File: config.mk
export PLATFORM = sky130hd
export DESIGN_NAME = collision_guard
export DESIGN_NICKNAME = d
export VERILOG_FILES = /design/src/source/spad_pkg.sv /design/src/source/collision_guard.sv
export SDC_FILE = /design/constraint.sdc
export NUM_CORES = 1
export LEC_CHECK = 0
export ABC_AREA = 1
export BUFFER_PORTS_ARGS = -buffer_cell sky130_fd_sc_hd__buf_4
export CORE_AREA = 2 2 130 132
export DETAILED_ROUTE_END_ITERATION = 8
export DIE_AREA = 0 0 132 134
export GPL_TIMING_DRIVEN = 0
export PLACE_DENSITY_LB_ADDON = 0.3
export REMOVE_ABC_BUFFERS = 1
export SYNTH_ARGS = -nofsm -noshare
export SYNTH_HDL_FRONTEND = slang
export SYNTH_SLANG_ARGS = --single-unit
File: constraint.sdc
create_clock -name vclk -period 1.2
set_clock_uncertainty 0.2 [all_clocks]
set_input_delay 0.24 -clock vclk [all_inputs]
set_output_delay 0.24 -clock vclk [all_outputs]
set_load 0.005 [all_outputs]
File: src/source/spad_pkg.sv
`default_nettype none
// ------------------------------
// Scratchpad shared definitions
// ------------------------------

package spad_pkg;

  localparam int ADDR_W   = 10;           // 1024 words
  localparam int DATA_W   = 72;           // Full URAM word
  localparam int TAG_W    = 4;            // Request tag
  localparam int NB_PIPE  = 3;            // RAM output pipeline stages
  localparam int RD_LAT   = NB_PIPE + 1;  // Sampling edge to valid response
  localparam int NB_PORTS = 2;            // Ports on the RAM

  // Request opcode, 2'b11 unused and treated as idle
  typedef enum logic [1:0] {
    OP_IDLE  = 2'd0,
    OP_WRITE = 2'd1,
    OP_READ  = 2'd2
  } spad_op_e;

  // One request per port per cycle
  typedef struct packed {
    spad_op_e            op;
    logic [ADDR_W-1:0]   addr;
    logic [DATA_W-1:0]   data;            // Write data only
    logic [TAG_W-1:0]    tag;             // Returned with read data
  } spad_req_t;

  // Read response
  typedef struct packed {
    logic                valid;           // One cycle per read
    logic [TAG_W-1:0]    tag;
    logic [DATA_W-1:0]   data;            // Holds last read value
  } spad_rsp_t;

  // RAM command, controller to guard to RAM
  typedef struct packed {
    logic                en;              // Memory enable
    logic                we;              // Write enable
    logic [ADDR_W-1:0]   addr;
    logic [DATA_W-1:0]   data;
  } ram_cmd_t;

endpackage

`default_nettype wire

File: src/source/collision_guard.sv
`default_nettype none
// ------------------------------
// Dual-write collision guard,
// port A has fixed priority
// ------------------------------

module collision_guard (
  input  wire spad_pkg::ram_cmd_t cmd_a_in,
  input  wire spad_pkg::ram_cmd_t cmd_b_in,
  output spad_pkg::ram_cmd_t      cmd_a_out,
  output spad_pkg::ram_cmd_t      cmd_b_out,
  output logic                    coll       // Combinational, one per hit
);

  logic wr_a;
  logic wr_b;
  logic same_addr;

  assign wr_a      = cmd_a_in.en & cmd_a_in.we;
  assign wr_b      = cmd_b_in.en & cmd_b_in.we;
  assign same_addr = (cmd_a_in.addr == cmd_b_in.addr);

  // One write per address per cycle
  assign coll = wr_a & wr_b & same_addr;

  // Port A always goes through
  assign cmd_a_out = cmd_a_in;

  // Drop B's write on a hit, the access becomes idle
  always_comb
  begin
    cmd_b_out = cmd_b_in;
    if (coll)
    begin
      cmd_b_out.en = 1'b0;
      cmd_b_out.we = 1'b0;
    end
  end

  // Read/write pairs across ports not handled here

endmodule

`default_nettype wire

==> reports/metrics.yaml <==
power_mw: 0.290
grt_pass1_vias: 791
cp.required_ns: 0.76
grt_overflow: 0
critical_path.most_common_cell: "nor2_1"
setup.worst_path.start_class: "input pin"
drt_iter0_drc: 40
final_core_util_pct: 6.61
antenna_found_initial: 0
setup_slack_ns: -0.268
drive_gt1_share_pct: 76.6
final_max_slew_viol_count: 0
nets: 277
gp_congestion: 0.878
syn-cell-area_sq_mm: 0.00150
pre_cts_ws_ns: -0.352
placed_area_sq_um: 897
ctsHoldBuffers: 0
numPortBuffers: 49
slowest_stage: "xor2_2"
synthMuxAreaShare_pct: 0
die_area_sq_mm: 0.0177
rsz0062_at_grt: "true"
synth_simple_gate_area_share_pct: 10.1
intPower_mw: 0.167
ys_warn_count: 0
hpwlAfterDp_um: 13700
dr.pass1.iters: 4
yosys-top-cells-count: "166 x buf_4, 24 x nand2_1, 12 x inv_1"
seq_area_sq_um: 0
ys_types: 10
drt-total-wl_um: 15300
final_area_sq_mm: 0.00108
grt_max_degree: 4
core-area_sq_mm: 0.0163
pwr-share-seq_pct: 0
setup_violations: 3
combPwrFrac_pct: 100.0
max_stage_delay_ns: 0.17
finalHoldViolCount: 0
start_util_pct: 9.21
synthTopCellsByArea: "buf_4 83%, nand2_1 6.0%, inv_1 3.0%"
synth_top_family_by_area: "buffers and inverters"
ys_seq_area_share_pct: 0
die_height_um: 134
seq_cell_count: 0
synth_top_area_cell: "buf_4"
endpoint_kind: "output pin"
p_per_area_mw_per_mm2: 269
dp.cells: 325
avgViaCountPerCell: 2.65
ant_nets: 0
clkbuf_count: 0
dieWidth_um: 132
synth_compound_area_share_pct: 0.334
p_leak_nw: 0.442
p_sw_mw: 0.123
max-vdd-ir-drop_mv: 0.0739
num_vias: 865
maxSlewHeadroom_pct: 89.6
outcome: "finished with violations"
rows: 47
p_sw_share_pct: 42.4
syn_area_per_cell_sq_um: 6.76
fin_cells: 327
syn-instance-count: 222
fill_cells: 1938
synthAdderAreaFrac_pct: 0
p_clk_share_pct: 0
cp_max_fo: 2
crit_chain: "buf_6 -> xor2_2 -> nor2_1 -> nand2_1 -> nor2_2 -> nor2_1 -> buf_4"
wire_per_inst_um: 46.9
post-route-period-util_pct: 122
critical_path_class: "input pin to output pin"
post-route-drc-count: 0
grt_pass1_wl_um: 17300
synth_xor_area_share_pct: 3.50
worstMarginPinSlew_ns: 0.156
min_path_type: "input pin to output pin"
finalCriticalPeriod_ns: 1.47
n_antenna_cell: 0
yosysTopAreaCellShare_pct: 83.1
syn_to_final_growth_pct: -28.2
clock.fmax_mhz: 681
ios: 337
finalHoldWorstSlack_ns: 0.280
cp_data_arrival_time_ns: 1.03
grt.total_usage_pct: 16.3
maxCapViolCount: 0
violations: "negative setup slack"
yosysMostFrequentCell: "buf_4"
tns_ns: -0.715
[per-layer routing]
| metal | routed length (um) | global-route usage (%) | up-vias | part of all wire [%] |
|---|---|---|---|---|
| li1 | - | - | 260 | - |
| met3 | 4660 | 23.4 | 18 | 30 |
| met4 | 499 | 4.53 | 4 | 3.3 |
| met5 | 82 | 5.28 | - | 0.53 |
| met1 | 3550 | 11.2 | 353 | 23 |
| met2 | 6540 | 24.0 | 230 | 43 |
[cell usage in the layout (no fill, tap or decap)]
master    Yosys  final
a21oi_1       1      1
nand3b_1      1      1
inv_2         0      8
nor2_2        3      3
xnor2_2       0      1
nor2_1        8      7
xor2_1        5      1
xor2_2        0      3
inv_1        12      4
buf_8         0      1
nand2_2       0     12
buf_6         0     15
nand3_1       1      1
nand2_1      24     10
buf_4       166     35
nor2_4        0      1
xor2_4        0      1
nand2_4       0      2
[layout make-up]
type	count	area [sq um]	share of cell area, %
inverters	12	45.0	4.18
multi-input cells	44	310	28.8
well taps	220	275	25.6
repair buffers	51	447	41.5
[worst max-delay path, delay by kind of cell]
family / cells / cell delay [ns]
and+or+nand+nor: 4 / 0.38
buffers and inverters: 2 / 0.24
xor gates and xnor gates: 1 / 0.17
[timing repair]
action                     in CTS  in global routing
setup endpoints to repair       3                  3
setup buffers                   2                  0
pin swaps                      25                 15
gates resized for setup        39                 10
[power by group through the flow]
stage          clock network, mW  logic, mW  registers [mW]
2_1_floorplan                  0     0.0559               0
3_3_place_gp                   0      0.229               0
3_5_place_dp                   0      0.232               0
4_1_cts                        0      0.283               0
5_1_grt                        0      0.322               0
6_report                       0      0.290               0
[logic make-up (layout without fill, tap and decap cells)]
kind of cell           Yosys count  after routing
AND/OR/NAND/NOR                 37             37
buffers and inverters          178             63
AO/OA/AOI/OAI                    1              1
XOR/XNOR                         6              6
[path summary, 6_finish.rpt]
check | from | end | slack, ns | cells after the start
worst max-delay path | cmd_a_in[79] | cmd_b_out[83] | -0.27 | 7
worst min-delay path | cmd_a_in[10] | cmd_a_out[10] | 0.28 | 0
(Power assumes the default switching activity.)
