===== config.mk =====
export PLATFORM = sky130hd
export DESIGN_NAME = port_ctrl
export DESIGN_NICKNAME = d
export VERILOG_FILES = /design/src/source/spad_pkg.sv /design/src/source/port_ctrl.sv
export SDC_FILE = /design/constraint.sdc
export NUM_CORES = 1
export LEC_CHECK = 0
export ABC_AREA = 0
export BUFFER_PORTS_ARGS = -buffer_cell sky130_fd_sc_hd__buf_2
export CORE_AREA = 2 2 125 127
export DETAILED_ROUTE_END_ITERATION = 7
export DIE_AREA = 0 0 127 129
export GPL_ROUTABILITY_DRIVEN = 0
export GPL_TIMING_DRIVEN = 0
export REMOVE_ABC_BUFFERS = 1
export SETUP_SLACK_MARGIN = 0.1
export SLEW_MARGIN = 20
export SYNTH_ARGS = -nofsm -noshare
export SYNTH_HDL_FRONTEND = slang
export SYNTH_SLANG_ARGS = --single-unit
export TNS_END_PERCENT = 20

===== constraint.sdc =====
create_clock -name clk -period 0.8 [get_ports clk]
set_clock_uncertainty 0.2 [all_clocks]
set_input_delay 0.04 -clock clk [delete_from_list [all_inputs] [get_ports clk]]
set_output_delay 0.04 -clock clk [all_outputs]
set_load 0.02 [all_outputs]

===== src/source/spad_pkg.sv =====
`default_nettype none
// ------------------------------
// Scratchpad shared definitions
// ------------------------------

package spad_pkg;

  localparam int ADDR_W   = 10;           // 1024 words
  localparam int DATA_W   = 72;           // Full URAM word
  localparam int TAG_W    = 4;            // Request tag
  localparam int NB_PIPE  = 3;            // RAM output pipeline stages
  localparam int RD_LAT   = NB_PIPE + 1;  // Sampling edge to valid response
  localparam int NB_PORTS = 2;            // Ports on the RAM

  // Request opcode, 2'b11 unused and treated as idle
  typedef enum logic [1:0] {
    OP_IDLE  = 2'd0,
    OP_WRITE = 2'd1,
    OP_READ  = 2'd2
  } spad_op_e;

  // One request per port per cycle
  typedef struct packed {
    spad_op_e            op;
    logic [ADDR_W-1:0]   addr;
    logic [DATA_W-1:0]   data;            // Write data only
    logic [TAG_W-1:0]    tag;             // Returned with read data
  } spad_req_t;

  // Read response
  typedef struct packed {
    logic                valid;           // One cycle per read
    logic [TAG_W-1:0]    tag;
    logic [DATA_W-1:0]   data;            // Holds last read value
  } spad_rsp_t;

  // RAM command, controller to guard to RAM
  typedef struct packed {
    logic                en;              // Memory enable
    logic                we;              // Write enable
    logic [ADDR_W-1:0]   addr;
    logic [DATA_W-1:0]   data;
  } ram_cmd_t;

endpackage

`default_nettype wire


===== src/source/port_ctrl.sv =====
`default_nettype none
// ------------------------------
// Port controller, request decode
// and in-flight read tracking
// ------------------------------

module port_ctrl (
  input  wire logic                     clk,
  input  wire logic                     rsta,
  input  wire spad_pkg::spad_req_t      req,
  input  wire logic [spad_pkg::DATA_W-1:0] dout,   // From RAM output register
  output spad_pkg::ram_cmd_t            cmd,
  output logic                          regce,
  output spad_pkg::spad_rsp_t           rsp
);

  localparam int LAT = spad_pkg::RD_LAT;

  logic is_rd;
  logic is_wr;

  // In-flight chain, index is age in edges after the sampling edge
  logic [LAT:0]                rd_vld;
  logic [spad_pkg::TAG_W-1:0]  rd_tag [LAT+1];

  // Opcode decode, reserved code acts as idle
  assign is_rd = (req.op == spad_pkg::OP_READ);
  assign is_wr = (req.op == spad_pkg::OP_WRITE);

  always_comb
  begin
    cmd.en   = is_rd | is_wr;
    cmd.we   = is_wr;
    cmd.addr = req.addr;
    cmd.data = req.data;
  end

  // Read flag and tag shift along with the RAM pipeline
  always_ff @(posedge clk)
  begin
    if (rsta)
    begin
      rd_vld <= '0;
      for (int i = 0; i <= LAT; i++)
        rd_tag[i] <= '0;
    end
    else
    begin
      rd_vld    <= {rd_vld[LAT-1:0], is_rd};
      rd_tag[0] <= req.tag;
      for (int i = 1; i <= LAT; i++)
        rd_tag[i] <= rd_tag[i-1];
    end
  end

  // Second-to-last stage lines up with the RAM's last token
  assign regce = rd_vld[LAT-1];

  // Last stage matches the cycle after the output register loads
  always_comb
  begin
    rsp.valid = rd_vld[LAT];
    rsp.tag   = rd_tag[LAT];
    rsp.data  = dout;                        // Holds between reads
  end

endmodule

`default_nettype wire


==> parameters.txt, run 1 <==
Parameter                              Value

Power
  Switching pwr ... roughly 0.00046 W
  Overall power after layout ... ~0.0025 W
  Cell internal pwr ... between 0.002 and 0.0025 W
  Switching power as a share of total power ... around 18%
  IR drop worst, VDD ... ~0.0013 V
  Leakage power total ... between 0.4 and 0.5 nW
  Clock group share of total power ... between 40% and 50%
  Proportion of power drawn by combinational gates ... around 5.6%
  Power share of the sequential group ... between 50 and 60%
  Power density relative to cell area ... slightly above 2000 nW/µm²

Worst setup path
  CP required ... roughly 560 ps
  Logic depth of the worst register-to-register path ... 1
  Critical Path Sink Type ... output pin
  CP arrival ... approximately 720 ps
  Critical-path cell list ... buf_6
  Startpoint Class ... flop
  Critical path class ... reg2out
  Critical path depth ... 1
  Worst path top cell family by delay ... flip-flops
  Critical Path Sink ... rsp[75]
  Start point of the critical path ... rd_tag[0][19]$_SDFF_PP0_
  Worst r2r src ... rd_vld[3]$_SDFF_PP0_
  Maximum fanout along the worst path ... 1
  Slack of the worst reg-to-reg path ... around 20 ps
  Cell type of the slowest stage on the worst timing path ... dfxtp_2
  Critical R2R Capture ... rd_vld[4]$_SDFF_PP0_
  Number of buffers and inverters on the critical path ... 1
  Critical Path Max Stage Delay ... between 300 and 400 ps

Synthesis
  Average size of a mapped cell ... about 8.8 µm²
  Most used flip-flop cell after synthesis ... dfxtp_1
  Most numerous cell in the Yosys netlist ... buf_4
  Area share of the largest cell type after synthesis ... between 60% and 70%
  Seq cells post-synth ... 25
  Dominant cells by area after synthesis ... buf_4 64%, dfxtp_1 26%, nor2b_1 7.9%, ha_1 1.3%, inv_1 0.59%
  Share of synthesized registers carrying an async set or reset ... 0%
  Sequential-to-total area share from yosys stat ... 26.20%
  Count of distinct cell types in the synthesized netlist ... 6
  Mapped Cells ... 217
  Biggest area consumer among synthesized cells ... buf_4
  Yosys synthesis warning count ... 0
  Number of enable flip-flop cells after synthesis ... 0
  Area of the mapped netlist ... between 1500 and 2000 µm²
  Most common library cells after synthesis ... 162 x buf_4, 25 x dfxtp_1, 24 x nor2b_1

CTS
  Number of buffers between clock root and the deepest sink ... 2
  Clock tree from TritonCTS ... built
  Num CTS Buffers ... 3
  Master cell of the clock root buffer ... clkbuf_16
  Clk_lat worst skew ... ~250 ps
  Number of sinks on the clock net ... 25
  Clock transition time at the flip-flop clock pins of the worst setup and hold paths ... 60 ps
  Maximum level of the CTS H-tree ... 1

Global route
  Number of global-route vias before repair ... ~770
  Overflow after GRT ... 0
  Global-route wire length before repair ... around 29000 µm
  Maximum number of pins on one net before global-route repair ... 26
  Overall global routing resource usage ... 32.00%
  Initial antenna violation count ... 0

Drt
  Highest routed layer ... met5
  Detailed-routing iteration count for the pre-antenna-repair pass ... 4
  Via/cell ratio ... approximately 4
  Aggregate routed wire length ... between 20000 and 30000 µm
  Met1 WL ... approximately 1700 µm
  Amount of wire on met3 after detailed routing ... 8574 µm
  Routed met2 length ... ~14000 µm
  Via Count ... ~1000
  Antenna Violating Nets Remaining ... 0
  WL/cell ... just over 100 µm
  Count of unresolved DRC violations after routing ... 0
  DR iter-0 viols ... 120

Die
  Area of the die ... ~16000 µm²
  Standard-cell rows ... between 40 and 50
  Core Area ... 14980 µm²
  Starting density of the core ... roughly an eighth
  Top-level port count ... about 320
  Y dimension of the die ... 129 µm
  Die outline width ... 127 µm

Finish
  Register Area ... about 520 µm²
  Design Area, Final ... 1215 µm²
  Fin nets ... approximately 240
  Total area of multi-input combinational cells ... 222.7 µm²
  Share of cells above drive strength 1 ... between 50% and 60%
  Layout overhead on the synthesized area ... -36.41%
  Number of inserted filler cells in the final layout ... around 1700
  Utilization after layout ... 8.112%
  Number of diodes ... 0

Timing
  Min setup slack post-route ... -161.0 ps
  Time the worst path needs with I/O delays and setup ... between 900 and 1000 ps
  Hold Worst Slack ... -206.4 ps
  Setup repair after global routing missed its margin ... true
  Hold violation count in the final report ... between 150 and 200
  Setup-failing EPs final ... 6
  Slew headroom ... approximately four fifths
  Final critical-path share of the clock period ... 120.1%
  Achievable Freq ... 1.041 GHz
  Final Slew Violations ... 0
  Transition at the pin with the smallest max-transition slack ... 312.2 ps

Placed design
  Number of buffers inserted by port buffering ... 15
  Total placed instance area ... about 1000 µm²
  Post-detail-place hpwl ... approximately 26000 µm

Run status
  Result of the run ... complete, but fails checks
  Violated checks ... hold timing, setup timing

Flow run
  Number of max-cap violations ... 0

Hold path
  Hold WC Path Type ... in2reg
==> area by class of cell <==
type,count,share of cell area [%]
multi-input combinational,27,18.33
tap,188,19.36
timing repair buffer,15,12.15
inverter,3,1.133
sequential,25,42.53
clock buffer,4,6.488
==> per-stage QoR <==
step / TNS, ps / worst slack, ps / hold WS, ps / cells
2_1_floorplan: -12.90 / -12.90 / -120.0 / 55
3_3_place_gp: -184.0 / -108.0 / -118.4 / 258
3_5_place_dp: -796.4 / -140.2 / -118.4 / 258
4_1_cts: -889.0 / -169.5 / -202.5 / 262
5_1_grt: -988.8 / -177.2 / -194.1 / 262
6_report: -855.8 / -161.0 / -206.4 / 262
==> power groups by stage <==
stage / Clock [W] / Sequential [W] / Combinational (W)
detailed placement: 0 / 0.00131 / 0.0000949
global placement: 0 / 0.00131 / 0.0000901
global route: 0.00115 / 0.00129 / 0.000155
CTS: 0.00108 / 0.00129 / 0.000129
finish: 0.00107 / 0.00129 / 0.000139
floorplan: 0 / 0.00131 / 0.0000435
==> metal layers <==
| metal | vias up | track usage, % |
|---|---|---|
| met1 | 348 | 4.366 |
| li1 | 200 | - |
| met5 | - | 17.65 |
| met4 | 12 | 23.08 |
| met3 | 70 | 50.15 |
| met2 | 405 | 58.92 |
==> worst min-delay path by stage <==
stage	from	end	slack, ps	cells after the start
final	req[2]	rd_tag[0][2]$_SDFF_PP0_	-210	2
after detailed placement	req[12]	cmd[8]	-120	0
after CTS	req[2]	rd_tag[0][2]$_SDFF_PP0_	-200	2
after floorplan	req[4]	cmd[0]	-120	0
after global placement	req[12]	cmd[8]	-120	0
after global routing	req[2]	rd_tag[0][2]$_SDFF_PP0_	-190	2
==> layout by cell type, fill, tap and decap left out <==
| cell | instances |
|---|---|
| ha_4 | 1 |
| dfxtp_2 | 13 |
| clkbuf_4 | 1 |
| nor2b_4 | 3 |
| ha_2 | 1 |
| nor2b_1 | 20 |
| clkbuf_16 | 3 |
| nor2b_2 | 1 |
| dfxtp_1 | 12 |
| buf_2 | 4 |
| buf_8 | 2 |
| clkbuf_1 | 1 |
| inv_4 | 1 |
| inv_2 | 2 |
| and2b_1 | 1 |
| buf_6 | 8 |
==> sequential cells by signal (all words and copies together) (netlist names) <==
| name | count |
|---|---|
| rd_tag | 20 |
| rd_vld | 5 |
==> timing repair <==
item                                    CTS  global route
resized for setup                        34            13
endpoints found under the setup margin   28            28
cloned                                    0             0
endpoints found under the hold margin   159           159
setup buffers                             0             0
pin swaps                                 1             1
==> logic make-up (layout without fill, tap and decap cells) <==
group                      Yosys count  count (layout)  synth area share [%]
DFF                                 25              25                 26.20
and+or+nand+nor                     25              25                 8.251
adders and majority gates            2               2                 1.310
buffers and inverters              165              22                 64.24
Note: power is estimated with default switching activity, not from simulation.
==> inputs of run 2 (changes only) <==
--- a/config.mk
+++ b/config.mk
@@ -5,15 +5,15 @@
 export SDC_FILE = /design/constraint.sdc
 export NUM_CORES = 1
 export LEC_CHECK = 0
-export ABC_AREA = 0
+export ABC_AREA = 1
 export BUFFER_PORTS_ARGS = -buffer_cell sky130_fd_sc_hd__buf_2
-export CORE_AREA = 2 2 125 127
+export CORE_AREA = 2 2 126 128
 export DETAILED_ROUTE_END_ITERATION = 7
-export DIE_AREA = 0 0 127 129
+export DIE_AREA = 0 0 128 130
 export GPL_ROUTABILITY_DRIVEN = 0
 export GPL_TIMING_DRIVEN = 0
 export REMOVE_ABC_BUFFERS = 1
-export SETUP_SLACK_MARGIN = 0.1
+export SETUP_SLACK_MARGIN = 0.02
 export SLEW_MARGIN = 20
 export SYNTH_ARGS = -nofsm -noshare
 export SYNTH_HDL_FRONTEND = slang
==> parameters.txt, run 2 <==
Parameter                              Value

Worst setup path
  Startpoint Class ... flop (unchanged)
  Critical Path Max Stage Delay ... 330 ps (was 350 ps)
  Slack of the worst reg-to-reg path ... 80 ps (was 20 ps)
  Critical path class ... reg2out (unchanged)
  Maximum fanout along the worst path ... 2 (was 1)
  Worst path top cell family by delay ... flip-flops (unchanged)
  Critical-path cell list ... buf_6 (unchanged)
  Cell type of the slowest stage on the worst timing path ... dfxtp_2 (unchanged)
  Number of buffers and inverters on the critical path ... 1 (unchanged)
  CP required ... 560 ps (about the same)
  Critical Path Sink Type ... output pin (unchanged)
  CP arrival ... 720 ps (about the same)

Finish
  Number of diodes ... 0 (unchanged)
  Design Area, Final ... 1204 µm² (was 1215 µm²)
  Layout overhead on the synthesized area ... -38.65% (was -36.41%)
  Number of inserted filler cells in the final layout ... 1822 (was 1749)
  Max FFs per register ... 20 (unchanged)
  Commonest cells after routing, fill and taps aside ... 26 x inv_1, 24 x nor2_1, 19 x dfxtp_1, 8 x buf_6 (was 20 x nor2b_1, 13 x dfxtp_2, 12 x dfxtp_1, 8 x buf_6, 4 x buf_2)
  Utilization after layout ... 7.803% (was 8.112%)
  Share of cells above drive strength 1 ... 28.28% (was 54.05%)
  Registers with the most flip-flops ... rd_tag x20, rd_vld x5 (unchanged)
  Fin nets ... 264 (was 239)
  Commonest non-fill, non-tap cell in the layout ... inv_1 (was nor2b_1)
  Register containing the most flip-flops in the final layout ... rd_tag (unchanged)

Synthesis
  Area of the mapped netlist ... 1962 µm² (was 1911 µm²)
  Dominant cells by area after synthesis ... buf_4 61%, dfxtp_1 26%, inv_1 5.4%, nor2_1 4.6%, buf_6 1.7% (was buf_4 64%, dfxtp_1 26%, nor2b_1 7.9%, ha_1 1.3%, inv_1 0.59%)
  Yosys synthesis warning count ... 0 (unchanged)
  Share of synthesized registers carrying an async set or reset ... 0% (unchanged)
  Most used flip-flop cell after synthesis ... dfxtp_1 (unchanged)
  Count of distinct cell types in the synthesized netlist ... 7 (was 6)
  Seq cells post-synth ... 25 (unchanged)
  Most numerous cell in the Yosys netlist ... buf_4 (unchanged)
  Most common library cells after synthesis ... 160 x buf_4, 28 x inv_1, 25 x dfxtp_1 (was 162 x buf_4, 25 x dfxtp_1, 24 x nor2b_1)
  Number of enable flip-flop cells after synthesis ... 0 (unchanged)
  Mapped Cells ... 243 (was 217)
  Sequential-to-total area share from yosys stat ... 25.51% (was 26.20%)
  Biggest area consumer among synthesized cells ... buf_4 (unchanged)
  Average size of a mapped cell ... 8.074 µm² (was 8.805 µm²)
  Area share of the largest cell type after synthesis ... 61.22% (was 63.65%)

Power
  Power density relative to cell area ... 2110 nW/µm² (was 2055 nW/µm²)
  Clock group share of total power ... 44.1% (was 42.7%)
  Power share of the sequential group ... 50.7% (was 51.7%)
  Proportion of power drawn by combinational gates ... 5.2% (was 5.6%)
  IR drop worst, VDD ... 0.0006228 V (was 0.001335 V)
  Overall power after layout ... 0.002540 W (was 0.002497 W)
  Switching power as a share of total power ... 20.49% (was 18.40%)
  Cell internal pwr ... 0.002019 W (was 0.002037 W)
  Switching pwr ... 0.0005205 W (was 0.0004593 W)
  Leakage power total ... 0.4596 nW (was 0.4246 nW)

Global route
  Global-route wire length before repair ... 28720 µm (was 28970 µm)
  Number of global-route vias before repair ... 766 (was 765)
  Initial antenna violation count ... 0 (unchanged)
  Maximum number of pins on one net before global-route repair ... 26 (unchanged)
  Overflow after GRT ... 0 (unchanged)
  Overall global routing resource usage ... 31.77% (was 32.00%)

Timing
  Sum of negative setup slack ... -851.0 ps (was -855.8 ps)
  Hold violation count in the final report ... 159 (was 160)
  Min setup slack post-route ... -162.2 ps (was -161.0 ps)
  Final Slew Violations ... 0 (unchanged)
  Hold Worst Slack ... -213.5 ps (was -206.4 ps)
  Setup-failing EPs final ... 6 (unchanged)
  Setup repair after global routing missed its margin ... true (unchanged)
  Achievable Freq ... 1.039 GHz (was 1.041 GHz)
  Slew headroom ... 69.55% (was 79.18%)
  Final critical-path share of the clock period ... 120.3% (was 120.1%)
  Time the worst path needs with I/O delays and setup ... 962.2 ps (was 961.0 ps)
  Transition at the pin with the smallest max-transition slack ... 456.7 ps (was 312.2 ps)

CTS
  Number of sinks on the clock net ... 25 (unchanged)
  Clk_lat worst skew ... 260 ps (was 250 ps)
  Master cell of the clock root buffer ... clkbuf_16 (unchanged)
  Number of setup buffers added after CTS ... 0 (unchanged)
  Number of buffers between clock root and the deepest sink ... 2 (unchanged)
  Clock transition time at the flip-flop clock pins of the worst setup and hold paths ... 70 ps (was 60 ps)
  Maximum level of the CTS H-tree ... 1 (unchanged)
  Num CTS Buffers ... 3 (unchanged)
  Clock tree from TritonCTS ... built (unchanged)

Die
  Die outline width ... 128 µm (was 127 µm)
  Starting density of the core ... 12.72% (was 12.76%)
  Core Area ... 15420 µm² (was 14980 µm²)
  Standard-cell rows ... 46 (was 45)
  Top-level port count ... 324 (unchanged)
  Area of the die ... 16640 µm² (was 16380 µm²)
  Y dimension of the die ... 130 µm (was 129 µm)

Hold path
  Hold WC Path Type ... in2reg (unchanged)

Run status
  Violated checks ... hold timing, setup timing (unchanged)
  Result of the run ... complete, but fails checks (unchanged)

Placed design
  Number of buffers inserted by port buffering ... 15 (unchanged)
  Post-detail-place hpwl ... 26720 µm (was 26490 µm)
  Total placed instance area ... 1042 µm² (was 1005 µm²)

Flow run
  Number of max-cap violations ... 0 (unchanged)

Drt
  Via/cell ratio ... 3.732 (was 3.950)
  Via Count ... 1086 (was 1035)
  Antenna Violating Nets Remaining ... 0 (unchanged)
  Count of unresolved DRC violations after routing ... 0 (unchanged)
  WL/cell ... 94.20 µm (was 103.4 µm)
  Aggregate routed wire length ... 27410 µm (was 27100 µm)
  Detailed-routing iteration count for the pre-antenna-repair pass ... 4 (unchanged)
  DR iter-0 viols ... 100 (was 120)
==> run 2: kinds of logic after synthesis <==
family / synth area share [%]
simple gates: 4.911
flops: 25.51
buf+inv: 68.30
fa+ha+maj: 1.275
==> run 2: what timing repair did <==
action | 4_1_cts | 5_1_grt
endpoints found under the hold margin | 159 | 159
gates cloned | 0 | 0
endpoints found under the setup margin | 7 | 7
pin swaps | 1 | 1
gates resized for setup | 25 | 3
==> run 2: final timing paths <==
path | startpoint | end | depth (start not counted)
setup reg to reg | rd_vld[3]$_SDFF_PP0_ | rd_vld[4]$_SDFF_PP0_ | 2
hold / removal | req[2] | rd_tag[0][2]$_SDFF_PP0_ | 3
setup / recovery | rd_vld[3]$_SDFF_PP0_ | regce | 1
hold reg to reg | rd_tag[0][12]$_SDFF_PP0_ | rd_tag[0][16]$_SDFF_PP0_ | 2
==> run 2: power by group through the flow <==
stage               Sequential [W]  Clock, W  Combinational, W
CTS                        0.00129   0.00115          0.000130
detailed placement         0.00132         0          0.000105
global route               0.00129   0.00121          0.000149
global placement           0.00131         0          0.000103
finish                     0.00129   0.00112          0.000133
floorplan                  0.00132         0         0.0000478
==> run 2: cell type report <==
class / instances / area [µm²] / area share, %
multi-input cells: 27 / 133.9 / 11.12
well taps: 192 / 240.2 / 19.96
repair buffers: 15 / 135.1 / 11.23
clock buffers: 4 / 78.83 / 6.549
flip-flops and latches: 25 / 508.0 / 42.20
inverters: 28 / 107.6 / 8.940
==> run 2: per-stage QoR <==
step / std cells / setup slack (ps)
after floorplan: 80 / -0.8717
after global routing: 291 / -185.0
after CTS: 291 / -168.6
final: 291 / -162.2
after detailed placement: 287 / -79.32
after global placement: 287 / -82.13
==> run 2: per-layer routing <==
| metal | part of all wire, % | vias to the layer above | GRT usage [%] | wire, µm |
|---|---|---|---|---|
| li1 | - | 251 | - | - |
| met1 | 3.8 | 345 | 2.847 | 1037 |
| met2 | 52 | 396 | 59.61 | 14300 |
| met3 | 33 | 72 | 50.02 | 9025 |
| met4 | 8.8 | 22 | 21.85 | 2404 |
| met5 | 2.4 | - | 29.41 | 648 |
